[src/core_pkg.sv]
// shared widths, opcode and operation enums, host address map
`default_nettype none

package core_pkg;

    // default sizes, overridden from the top level
    parameter int xlen_p       = 64;
    parameter int imem_bytes_p = 256;
    parameter int dmem_words_p = 32;

    // major opcodes of the supported subset
    typedef enum logic [6:0] {
        op_reg    = 7'b0110011,
        op_imm    = 7'b0010011,
        op_load   = 7'b0000011,
        op_store  = 7'b0100011,
        op_branch = 7'b1100011
    } opcode_e;

    // decoded operation, one per supported instruction
    typedef enum logic [2:0] {
        alu_add,
        alu_addi,
        mem_ld,
        mem_sd,
        br_eq,
        illegal
    } op_e;

    // host address map, 12-bit byte addresses
    localparam logic [11:0] imem_base   = 12'h000;
    localparam logic [11:0] ctrl_addr   = 12'h100;
    localparam logic [11:0] status_addr = 12'h104;
    // register i: low word at +8i, high word at +8i+4
    localparam logic [11:0] reg_base    = 12'h200;

endpackage

`default_nettype wire

[src/axil_host_port.sv]
// AXI4-Lite slave for program load, run control, status and register readback
`default_nettype none

module axil_host_port #(
    parameter int imem_bytes = core_pkg::imem_bytes_p
) (
    input  logic                          clk,
    input  logic                          arst_n,
    input  logic [11:0]                   awaddr,
    input  logic                          awvalid,
    output logic                          awready,
    input  logic [31:0]                   wdata,
    input  logic [3:0]                    wstrb,
    input  logic                          wvalid,
    output logic                          wready,
    output logic [1:0]                    bresp,
    output logic                          bvalid,
    input  logic                          bready,
    input  logic [11:0]                   araddr,
    input  logic                          arvalid,
    output logic                          arready,
    output logic [31:0]                   rdata,
    output logic [1:0]                    rresp,
    output logic                          rvalid,
    input  logic                          rready,
    output logic                          imem_we,
    output logic [$clog2(imem_bytes)-1:0] imem_waddr,
    output logic [31:0]                   imem_wdata,
    output logic                          run,
    input  logic                          halted,
    output logic [4:0]                    host_raddr,
    input  logic [63:0]                   host_rdata
);

    import core_pkg::*;

    localparam int aw = $clog2(imem_bytes);

    logic        wr_fire;
    logic        rd_fire;
    logic        imem_sel;
    logic [31:0] rd_mux;

    assign wr_fire = awready && awvalid && wvalid;
    assign rd_fire = arready && arvalid;

    // every access completes with OKAY
    assign bresp = 2'b00;
    assign rresp = 2'b00;

    assign imem_sel   = (awaddr - imem_base) < imem_bytes;
    // program words only, partial strobes are ignored
    assign imem_we    = wr_fire && imem_sel && (&wstrb);
    assign imem_waddr = {awaddr[aw-1:2], 2'b00};
    assign imem_wdata = wdata;

    // write channel: one-cycle ready pulse, then the response
    always_ff @(posedge clk or negedge arst_n) begin
        if (!arst_n) begin
            awready <= 1'b0;
            wready  <= 1'b0;
            bvalid  <= 1'b0;
            run     <= 1'b0;
        end else begin
            awready <= awvalid && wvalid && !awready && !bvalid;
            wready  <= awvalid && wvalid && !awready && !bvalid;
            if (wr_fire) begin
                bvalid <= 1'b1;
            end else if (bvalid && bready) begin
                bvalid <= 1'b0;
            end
            if (wr_fire && (awaddr == ctrl_addr) && wstrb[0]) begin
                run <= wdata[0];
            end
        end
    end

    // register half select, low word first
    assign host_raddr = araddr[7:3];

    always_comb begin
        rd_mux = 32'h0;
        if (araddr[11:8] == reg_base[11:8]) begin
            rd_mux = araddr[2] ? host_rdata[63:32] : host_rdata[31:0];
        end else if (araddr == status_addr) begin
            rd_mux = {31'h0, halted};
        end else if (araddr == ctrl_addr) begin
            rd_mux = {31'h0, run};
        end
    end

    // read channel: data captured at address accept
    always_ff @(posedge clk or negedge arst_n) begin
        if (!arst_n) begin
            arready <= 1'b0;
            rvalid  <= 1'b0;
        end else if (rd_fire) begin
            arready <= 1'b0;
            rvalid  <= 1'b1;
        end else if (rvalid && rready) begin
            arready <= 1'b1;
            rvalid  <= 1'b0;
        end else if (!rvalid) begin
            arready <= 1'b1;
        end
    end

    always_ff @(posedge clk) begin
        if (rd_fire) begin
            rdata <= rd_mux;
        end
    end

endmodule

`default_nettype wire

[config.mk]
export PLATFORM = sky130hd
export DESIGN_NAME = axil_host_port
export DESIGN_NICKNAME = d
export VERILOG_FILES = /design/src/core_pkg.sv /design/src/axil_host_port.sv
export SDC_FILE = /design/constraint.sdc
export NUM_CORES = 1
export LEC_CHECK = 0
export ABC_CLOCK_PERIOD_IN_PS = 1700
export BUFFER_PORTS_ARGS = -buffer_cell sky130_fd_sc_hd__buf_2
export CORE_MARGIN = 2
export CORE_UTILIZATION = 32
export CTS_CLUSTER_DIAMETER = 150
export DETAILED_ROUTE_END_ITERATION = 6
export PLACE_DENSITY = 0.85
export SETUP_SLACK_MARGIN = 0.15
export SYNTH_ARGS = -nofsm -noshare
export SYNTH_HDL_FRONTEND = slang
export SYNTH_SLANG_ARGS = --single-unit
[constraint.sdc]
create_clock -name clk -period 1.7 [get_ports clk]
set_clock_uncertainty 0.1 [all_clocks]
set_input_delay 0.085 -clock clk [delete_from_list [all_inputs] [get_ports clk]]
set_output_delay 0.085 -clock clk [all_outputs]
set_load 0.005 [all_outputs]
---- Word level (Yosys, flattened, before mapping) ----
Cells that the tools add are included.
storage, ports and cells
  flip-flop bits (word level) ............. 37
  output and inout port bits .............. 88
  logic and storage cells ................. 40
operators by class
  $lt $le $gt $ge ......................... 1
  eq/ne operators ......................... 5
  mux-type cells .......................... 11
  reduce and logical (&&, ||, !) cells .... 17
operators by type and width
  cell                 count
  $mux 32              2
  $eq 12x9->1 const B  3
  $logic_and 1x1->1    12
  $lt 12x9->1 const B  1
  $mux 1               9
  $eq 4x2->1 const B   1
  $reduce_and 4->1     1
  $reduce_bool 2->1    2
  $ne 3x1->1 const B   1
  $logic_not 1->1      2

---- Logic depth before layout (Yosys ltp) ----
Gate-level depths: netlist of the first run.
  depth in word-level cells ............... 4
  mapped depth ............................ 5
  gate-level depth less buffers ........... 4

---- Worst setup path before layout of the first run ----
No wires, ideal clock.
  kind .................................... register to register
  start point ............................. reg arready
  end point ............................... reg rdata[0] (enable)
  setup time .............................. 0.393 ns
  arrival time ............................ 1.197 ns
  slack ................................... 0.010 ns
  stages on the path, launching flop included .. 2
  buffers on the path ..................... 0
  cell sequence ........................... dfrtp_1 -> and2_1
between the ends
  word-level cells in the longest chain between the ends .. 1
ends and longest elaborated chain
  element                   line                   source
  start: declaration        axil_host_port.sv:21   output logic arready,
  start signal: assignment  axil_host_port.sv:95   arready <= 1'b0;
  start signal: assignment  axil_host_port.sv:98   arready <= 1'b0;
  start signal: assignment  axil_host_port.sv:101  arready <= 1'b1;
  $logic_and 1x1->1         axil_host_port.sv:45   assign rd_fire = arready && arvalid;
  net rd_fire               axil_host_port.sv:40   logic rd_fire;
  end signal: assignment    axil_host_port.sv:110  rdata <= rd_mux;
  end: declaration          axil_host_port.sv:22   output logic [31:0] rdata,
The timed path passes the listed nets, and every way through them passes these cells.
A chain may end at the register's enable or synchronous reset.

==> results of run 1 <==
-- cell type report --
class                      instances  area share
sequential                        37      0.3804
timing repair buffer             166      0.3208
multi-input combinational         95      0.2252
tap                               77     0.03374
clock buffer                       5     0.02410
clock inverter                     3     0.01446
inverter                           1    0.001315
-- power groups by stage --
stage	logic [mW]	registers [mW]	clock network (mW)
2_1_floorplan	0.217	1.10	0
3_3_place_gp	0.358	1.09	0
3_5_place_dp	0.369	1.09	0
4_1_cts	0.390	1.07	0.761
5_1_grt	0.423	1.08	0.805
6_report	0.384	1.07	0.734
-- worst paths after layout --
kind                                     from                      to  slack [ns]  cells after the start
max                          wready$_DFF_PN0_                 imem_we        0.15                      4
min                             host_rdata[9]  rdata[9]$_SDFFCE_PN0P_        0.01                      3
max reg2reg                  wready$_DFF_PN0_         run$_DFFE_PN0P_        0.19                      4
min reg2reg                bvalid$_DFFE_PN0P_        wready$_DFF_PN0_        0.37                      1
max in group asynchronous              arst_n      rvalid$_DFFE_PN0P_        1.30                      2
min in group asynchronous              arst_n      bvalid$_DFFE_PN0P_        0.07                      2
-- worst max-delay path: cells and delay by family, from the launching register on --
| family | cells | cell delay, ns |
|---|---|---|
| and+or+nand+nor | 3 | 0.60 |
| buffers and inverters | 1 | 0.11 |
| DFF | 1 | 0.37 |
-- per-stage QoR --
step	cells	instance area (um2)	setup WS, ns
2_1_floorplan	191	2160	0.1303
3_3_place_gp	366	2640	0.1378
3_5_place_dp	366	2640	0.09990
4_1_cts	384	2855	0.1310
5_1_grt	384	2855	0.06116
6_report	384	2855	0.1548
-- cells by family after synthesis --
| kind of cell | Yosys count | share of synthesized area |
|---|---|---|
| buf+inv | 59 | 0.2047 |
| simple gates | 53 | 0.1211 |
| compound gates | 2 | 0.005263 |
| flops | 37 | 0.5076 |
| other cells | 1 | 0.001753 |
| mux | 34 | 0.1597 |
-- what timing repair did --
| action | in CTS | in global routing |
|---|---|---|
| gates resized for setup | 2 | 0 |
| setup buffers | 1 | 0 |
| pin swaps | 2 | 0 |
| setup endpoints to repair | 2 | 2 |
| hold endpoints to repair | 10 | 0 |
| hold buffers | 9 | 0 |
-- registers in the layout, indices dropped and copies added (netlist names) --
register  count
rdata        32
arready       1
bvalid        1
run           1
rvalid        1
wready        1
-- layout by cell type, fill, tap and decap left out --
master,netlist,final
nand2b_1,3,3
bufinv_16,0,1
nor3_1,3,3
edfxtp_1,32,32
clkinvlp_4,0,1
or4_4,1,1
clkbuf_8,0,5
mux2i_1,33,33
buf_12,0,2
a31oi_1,1,1
buf_2,5,151
nor4_1,2,2
or4b_1,1,1
buf_4,50,4
dfrtp_1,5,5
nor4b_1,1,1
conb_1,1,6
nand3_2,0,1
nor2_1,33,32
nand2_1,1,1
and2_2,0,1
o21ai_0,1,1
inv_1,1,1
nor3b_1,1,1
dlygate4sd3_1,0,9
clkinv_1,0,1
mux2_1,1,1
nor2_2,3,4
nand4b_1,2,2
-- routing by layer --
layer | GRT usage | part of all wire | vias to the layer above
li1 | - | - | 825
met1 | 0.1324 | 0.30 | 764
met2 | 0.3061 | 0.57 | 124
met3 | 0.06833 | 0.13 | 2
met4 | 0.04618 | 0.0049 | 0
met5 | 0 | 0 | -
==> flow_summary_export.csv, run 1 <==
group,metric,value,unit
status,status,"finished, violations left",
status,violations,"DRC",
pwr,power,2.190,mW
finish,fin_nets,438,
synth,yosysWarnings,0,
critical_path,cp.required,1.51,ns
critical_path,crit_chain,"nand3_2 > or4_4 > nor2_2 > buf_2",
grt,track_usage,0.1526,
detailed_routing,wl,5.901,mm
pwr,internal-power,1.698,mW
flow_run,cap_viol_max_count,0,
floorplanning,die_width,85.77,um
synth,synth.most_common_cell,"buf_4",
placed_design,gp_congestion,0.7932,
detailed_routing,vias_per_cell,4.466,
timing,rsz0062_at_grt,"yes",
finish,area_delta_synth_final,33.45,%
pwr,p_switching,492.1,uW
synth,synth_top_cell_by_area,"edfxtp_1",
synth,syn_inst,186,
clock_tree,cts-root-buf,"clkbuf_8",
detailed_routing,num_vias,1715,
timing,min_period,1.545,ns
timing,timing.fmax,647.2,MHz
synth,yosysUniqueCellTypes,24,
synth,synthArstFlopShare,0.1351,
timing,slew_violations,0,
floorplanning,core_area,0.006422,mm2
synth,synth_common_cells,"buf_4 (50), mux2i_1 (33), nor2_1 (33), edfxtp_1 (32)",
detailed_routing,antenna_left,0,
synth,syn_area,0.002140,mm2
synth,yosys-top-cells-area,"edfxtp_1 (45%), buf_4 (18%), mux2i_1 (15%), dfrtp_1 (5.8%), nor2_1 (5.8%)",
critical_path,cp-end-kind,"primary output",
critical_path,worstPathArrival,1.36,ns
clock_tree,clock_latency,0.28,ns
critical_path,crit_slowest_cell,"or4_4",
critical_path,cpPeakStageDelay,0.44,ns
timing,setup_violations,0,
finish,fin_util,0.4446,
floorplanning,dieHeight,85.77,um
pwr,powerDensity,766.9,mW/mm2
floorplanning,rows,29,
pwr,leakagePower,1.424,nW
synth,synth_top_area_frac,0.4491,
grt,antenna_found_initial,0,
clock_tree,cts_tree,"done",
clock_tree,numCtsBuffers,5,
critical_path,start_kind,"flip-flop",
finish,area.sequential,0.001086,mm2
clock_tree,cts_buffer_depth,2,
finish,multiInputGateArea,643.1,um2
detailed_routing,post-route-drc-count,15,
floorplanning,ioPinCount,220,
pwr,peakVddDrop,0.3234,mV
pwr,p_seq_frac,0.489,
hold_path,hold_path.class,"input port to flip-flop",
pwr,swShare,0.2247,
synth,yosysSeqAreaShare,0.5076,
timing,finalSetupTns,0,ns
detailed_routing,wl_per_cell,15.37,um
clock_tree,clk_pin_slew_worst_paths,0.08,ns
timing,period_share,0.9090,
placed_design,io_buffers,151,
floorplanning,initial_core_util,0.3331,
critical_path,cp_max_fo,2,
pwr,clockPowerShare,0.335,
detailed_routing,first_pass_iters,7,
finish,drive_gt1_frac,0.5570,
finish,n_antenna_cell,0,
synth,ys_seq_elements,37,
detailed_routing,drt_iter0_markers,93,
clock_tree,htree_levels,2,
grt,grt_pass1_vias,1625,
timing,timing.hold.ws,0.01338,ns
grt,grt_pass1_wl,8.418,mm
floorplanning,die-area,0.007356,mm2
synth,yosys_most_used_dff,"edfxtp_1",
pwr,combPwrFrac,0.175,
critical_path,worstSetupPathType,"flip-flop to primary output",
synth,synth_edf_count,32,
placed_design,hpwl,4.857,mm
finish,fill_cells,609,
grt,grt_max_degree,35,
grt,overflow,0,
timing,final-hold-violation-count,0,
clock_tree,cts_sinks,37,
synth,syn_avg_cell_area,11.50,um2
(Power assumes the default switching activity.)
==> inputs of run 2 (changes only) <==
--- a/config.mk
+++ b/config.mk
@@ -6,7 +6,7 @@
 export NUM_CORES = 1
 export LEC_CHECK = 0
 export ABC_CLOCK_PERIOD_IN_PS = 1700
-export BUFFER_PORTS_ARGS = -buffer_cell sky130_fd_sc_hd__buf_2
+export BUFFER_PORTS_ARGS = -buffer_cell sky130_fd_sc_hd__buf_4
 export CORE_MARGIN = 2
 export CORE_UTILIZATION = 32
 export CTS_CLUSTER_DIAMETER = 150
==> flow_summary_export.csv, run 2 (synthesis gave the netlist of run 1 again) <==
group,metric,value,unit
timing,period_share,0.9775,
finish,area_delta_synth_final,50.76,%
grt,overflow,0,
finish,regMostFlops,"rdata",
floorplanning,initial_core_util,0.3331,
clock_tree,htree_levels,2,
finish,largest_register_ffs,32,
pwr,leakagePower,1.541,nW
detailed_routing,antenna_left,0,
floorplanning,rows,29,
timing,timing.hold.ws,0.01270,ns
finish,fill_cells,574,
flow_run,cap_viol_max_count,0,
pwr,peakVddDrop,0.2676,mV
clock_tree,cts_buffer_depth,2,
placed_design,io_buffers,151,
finish,final_cell_mix,"buf_4 (154), mux2i_1 (33), nor2_1 (32), edfxtp_1 (32), dlygate4sd3_1 (9)",
critical_path,cp-end-kind,"primary output",
critical_path,start_kind,"flip-flop",
clock_tree,cts_tree,"done",
hold_path,hold_path.class,"input port to flip-flop",
clock_tree,cts_sinks,37,
grt,grt_pass1_wl,9.570,mm
critical_path,cp_max_fo,2,
timing,setup_violations,0,
clock_tree,cts-root-buf,"clkbuf_8",
critical_path,cpPeakStageDelay,0.50,ns
finish,fin_nets,437,
floorplanning,ioPinCount,220,
pwr,powerDensity,717.7,mW/mm2
grt,grt_max_degree,32,
placed_design,hpwl,5.170,mm
clock_tree,clk_pin_slew_worst_paths,0.08,ns
placed_design,placed_cell_area,0.003010,mm2
timing,slew_violations,0,
timing,min_period,1.662,ns
hold_path,hold_start,"host_rdata[10]",
detailed_routing,wl_per_cell,16.77,um
detailed_routing,num_vias,1759,
finish,n_antenna_cell,0,
timing,timing.fmax,601.8,MHz
finish,final_common_cell,"buf_4",
status,status,"finished, violations left",
timing,rsz0062_at_grt,"yes",
floorplanning,core_area,0.006422,mm2
floorplanning,dieHeight,85.77,um
critical_path,worstPathArrival,1.48,ns
timing,final-hold-violation-count,0,
floorplanning,die-area,0.007356,mm2
detailed_routing,vias_per_cell,4.593,
grt,grt_pass1_vias,1839,
finish,drive_gt1_frac,0.5556,
placed_design,gp_congestion,0.7833,
floorplanning,die_width,85.77,um
critical_path,r2r-start,"wready$_DFF_PN0_",
detailed_routing,wl,6.423,mm
grt,track_usage,0.1726,
critical_path,crit_slowest_cell,"or4_4",
clock_tree,clock_latency,0.29,ns
placed_design,dpl_worst_slack,0.04770,ns
detailed_routing,first_pass_iters,7,
timing,finalSetupTns,0,ns
critical_path,worstSetupPathType,"flip-flop to primary output",
critical_path,crit_chain,"nand3_2 > or4_4 > nor2_2 > buf_4",
critical_path,cp.required,1.51,ns
critical_path,cp-startpoint,"wready$_DFF_PN0_",
timing,worst_slack,0.03827,ns
finish,fin_area,0.003226,mm2
status,violations,"DRC",
detailed_routing,post-route-drc-count,14,
clock_tree,numCtsBuffers,5,
detailed_routing,drt_iter0_markers,63,
grt,antenna_found_initial,0,
critical_path,r2r_setup_slack,0.09,ns
run 2: cell types whose count changed in the layout (fill, tap and decap cells not counted), sizes merged:
cell  delta
buf      -1
run 2: cell type report:
cell class	count	area (um2)	share of cell area
clock inverters	3	41.29	0.01280
clock buffers	5	68.82	0.02133
multi-input cells	95	643.1	0.1994
inverters	1	3.754	0.001164
repair buffers	165	1286	0.3988
flip-flops and latches	37	1086	0.3367
well taps	77	96.34	0.02987
run 2: final timing paths:
kind	end	cells after the start
hold / removal	rdata[10]$_SDFFCE_PN0P_	3
setup / recovery	imem_we	4
min in group asynchronous	arready$_DFFE_PN0P_	2
max in group asynchronous	rvalid$_DFFE_PN0P_	2
setup reg to reg	run$_DFFE_PN0P_	4
hold reg to reg	wready$_DFF_PN0_	1
run 2: report_power, final:
part,internal (mW),switching [mW]
sequential,1.06,0.0199
combinational,0.311,0.179
clock,0.432,0.318
run 2: repair_timing:
action,4_1_cts,5_1_grt
hold buffers,9,0
resized for setup,1,1
buffers inserted,1,0
pin swaps,1,0
endpoints found under the setup margin,2,2
endpoints found under the hold margin,10,0
run 2: per-stage QoR:
stage               power [mW]  std cells    util
floorplan                1.320        191       -
global placement         1.553        365  0.4687
detailed placement       1.569        365  0.4687
CTS                      2.337        383  0.5019
global route             2.415        383  0.5022
finish                   2.315        383  0.5022
run 2: routing by layer:
metal  GRT usage  up-vias  wire, um
met1      0.1516      800      1814
met4     0.05772        0       119
li1            -      821         -
met5           0        -         0
met3     0.07315       12       809
met2      0.3445      126      3679
run 2: critical path: cells and delay by family (launching register included):
family | cells | cell delay [ns]
and+or+nand+nor | 3 | 0.68
DFF | 1 | 0.39
buffers and inverters | 1 | 0.12
==> inputs of run 3 (changes only) <==
--- a/config.mk
+++ b/config.mk
@@ -5,10 +5,11 @@
 export SDC_FILE = /design/constraint.sdc
 export NUM_CORES = 1
 export LEC_CHECK = 0
+export ABC_AREA = 1
 export ABC_CLOCK_PERIOD_IN_PS = 1700
 export BUFFER_PORTS_ARGS = -buffer_cell sky130_fd_sc_hd__buf_4
 export CORE_MARGIN = 2
-export CORE_UTILIZATION = 32
+export CORE_UTILIZATION = 33
 export CTS_CLUSTER_DIAMETER = 150
 export DETAILED_ROUTE_END_ITERATION = 6
 export PLACE_DENSITY = 0.85
==> flow_summary_export.csv, run 3 <==
group,metric,value,unit
grt,grt_pass1_vias,1865,
placed_design,dpl_worst_slack,0.3350,ns
flow_run,cap_viol_max_count,0,
critical_path,crit_chain,"dlygate4sd3_1 > buf_4 > nand3_1 > nor4_2 > buf_4",
critical_path,crit_family,"buffers and inverters",
critical_path,cp.required,1.51,ns
critical_path,start_kind,"input port",
finish,n_antenna_cell,0,
timing,period_share,0.8579,
timing,rsz0062_at_grt,"no",
hold_path,min_to,"rvalid$_DFFE_PN0P_",
critical_path,worstPathArrival,1.27,ns
critical_path,r2r_setup_slack,0.34,ns
placed_design,gp_congestion,0.8544,
critical_path,cpPeakStageDelay,0.53,ns
pwr,leakagePower,1.498,nW
synth,yosysSeqAreaShare,0.4733,
timing,worst_slack,0.2416,ns
detailed_routing,wl,6.580,mm
synth,syn_inst,242,
grt,antenna_found_initial,0,
clock_tree,clk_pin_slew_worst_paths,0.06,ns
hold_path,holdPathStages,3,
finish,area_delta_synth_final,41.82,%
timing,final-hold-violation-count,0,
critical_path,cp_max_fo,3,
clock_tree,cts_setup_buffers,0,
synth,syn_avg_cell_area,9.482,um2
hold_path,hold_path.class,"input port to flip-flop",
critical_path,crit_slowest_cell,"dlygate4sd3_1",
synth,synth_edf_count,32,
critical_path,r2r_cells,3,
clock_tree,cts_buffer_depth,2,
synth,yosys-top-cells-area,"edfxtp_1 (42%), buf_4 (18%), nand2_1 (12%), a21oi_2 (11%), dfrtp_1 (5.5%)",
synth,synth_top_cell_by_area,"edfxtp_1",
detailed_routing,first_pass_iters,4,
critical_path,reg2reg_to,"rdata[7]$_SDFFCE_PN0P_",
grt,track_usage,0.1605,
synth,yosysWarnings,0,
timing,min_period,1.458,ns
detailed_routing,post-route-drc-count,0,
finish,final_cell_mix,"buf_4 (155), nand2_1 (74), edfxtp_1 (32)",
timing,setup_violations,0,
critical_path,r2r-start,"arready$_DFFE_PN0P_",
placed_design,io_buffers,151,
detailed_routing,wl_per_cell,15.20,um
finish,final_common_cell,"buf_4",
pwr,powerDensity,644.6,mW/mm2
detailed_routing,antenna_left,0,
synth,yosys_most_used_dff,"edfxtp_1",
clock_tree,htree_levels,2,
grt,grt_max_degree,35,
synth,synthArstFlopShare,0.1351,
finish,largest_register_ffs,32,
finish,fin_area,0.003254,mm2
timing,timing.hold.ws,0.01229,ns
floorplanning,dieHeight,87.39,um
detailed_routing,vias_per_cell,4.570,
floorplanning,rows,30,
clock_tree,cts_sinks,37,
hold_path,hold_start,"arvalid",
synth,synth.most_common_cell,"nand2_1",
floorplanning,die-area,0.007637,mm2
clock_tree,cts-root-buf,"clkbuf_8",
timing,finalSetupTns,0,ns
floorplanning,core_area,0.006756,mm2
synth,synth_top_area_frac,0.4188,
finish,drive_gt1_frac,0.5694,
floorplanning,ioPinCount,220,
timing,timing.fmax,685.7,MHz
grt,overflow,0,
grt,grt_pass1_wl,9.542,mm
pwr,power,2.098,mW
placed_design,hpwl,5.379,mm
timing,slew_violations,0,
detailed_routing,drt_iter0_markers,48,
finish,regMostFlops,"rdata",
clock_tree,numCtsBuffers,5,
critical_path,crit_top_cell,"buf_4",
synth,yosysUniqueCellTypes,25,
status,status,"finished clean",
critical_path,worst-path-buf-inv,3,
placed_design,placed_cell_area,0.003124,mm2
clock_tree,clock_latency,0.27,ns
critical_path,worstSetupPathType,"input port to primary output",
synth,synth_common_cells,"nand2_1 (74), buf_4 (55), edfxtp_1 (32), a21oi_2 (30), inv_1 (10)",
floorplanning,die_width,87.39,um
detailed_routing,num_vias,1979,
synth,ys_seq_elements,37,
pwr,peakVddDrop,0.2744,mV
clock_tree,cts_tree,"done",
finish,fin_nets,486,
critical_path,cp-end-kind,"primary output",
synth,syn_area,0.002295,mm2
floorplanning,initial_core_util,0.3396,
==> run 3: cell count changes in the layout (fill, tap and decap cells not counted), sizes merged, moves of 4 or more <==
| cell | previous run | this run |
|---|---|---|
| a21oi | 0 | 31 |
| dlygate4sd3 | 9 | 5 |
| inv | 1 | 12 |
| mux2i | 33 | 0 |
| nand2 | 1 | 74 |
| nand3 | 1 | 5 |
| nor2 | 36 | 8 |
==> run 3: logic make-up (layout without fill, tap and decap cells) <==
family	Yosys count	count (layout)	synth area share
and+or+nand+nor	96	96	0.1772
other	1	6	0.001634
buffers and inverters	73	179	0.2214
DFF	37	37	0.4733
AOI/OAI and AO/OA	35	35	0.1265
==> run 3: repair_timing <==
action	in CTS	in global routing
hold buffers	5	0
setup endpoints to repair	0	1
gates resized for setup	0	1
hold endpoints to repair	8	0
==> run 3: area by class of cell <==
class                           instances  area, um2
Fill cell                             634       3502
Timing Repair Buffer                  160       1214
Sequential cell                        37       1086
Multi-Input combinational cell        137      725.7
Tap cell                               80      100.1
Clock buffer                            5      68.82
Inverter                               13      55.05
Clock inverter                          1      5.005
==> run 3: per-stage QoR <==
stage,cells,utilization
detailed placement,422,0.4624
floorplan,247,-
CTS,433,0.4807
global placement,422,0.4624
finish,433,0.4817
global route,433,0.4817
==> run 3: where the power goes <==
group	total (mW)	internal, mW	leakage, nW	switching (mW)
logic	0.482	0.278	1.08	0.204
registers	1.08	1.06	0.375	0.0216
clock network	0.538	0.269	0.0399	0.269
==> run 3: worst max-delay path by stage <==
stage | depth (start not counted) | startpoint | to
finish | 5 | awvalid | imem_we
detailed placement | 3 | arready$_DFFE_PN0P_ | rdata[5]$_SDFFCE_PN0P_
global placement | 3 | arready$_DFFE_PN0P_ | rdata[7]$_SDFFCE_PN0P_
CTS | 3 | wready$_DFF_PN0_ | imem_we
floorplan | 2 | arready$_DFFE_PN0P_ | rdata[0]$_DFFE_PP_
global route | 5 | awvalid | imem_we
==> run 3: worst reg2reg max path: cells and delay by family, from the launching register on <==
kind / cells / cell delay [ns]
AND/OR/NAND/NOR: 1 / 0.11
flip-flops: 1 / 0.35
buffers and inverters: 2 / 0.43
==> run 3: metal layers <==
| layer | vias to the layer above | GRT usage | routed length (um) |
|---|---|---|---|
| met4 | 0 | 0.04336 | 95 |
| met2 | 128 | 0.3209 | 3757 |
| met1 | 886 | 0.1552 | 2035 |
| met5 | - | 0 | 0 |
| met3 | 10 | 0.04929 | 692 |
| li1 | 955 | - | - |
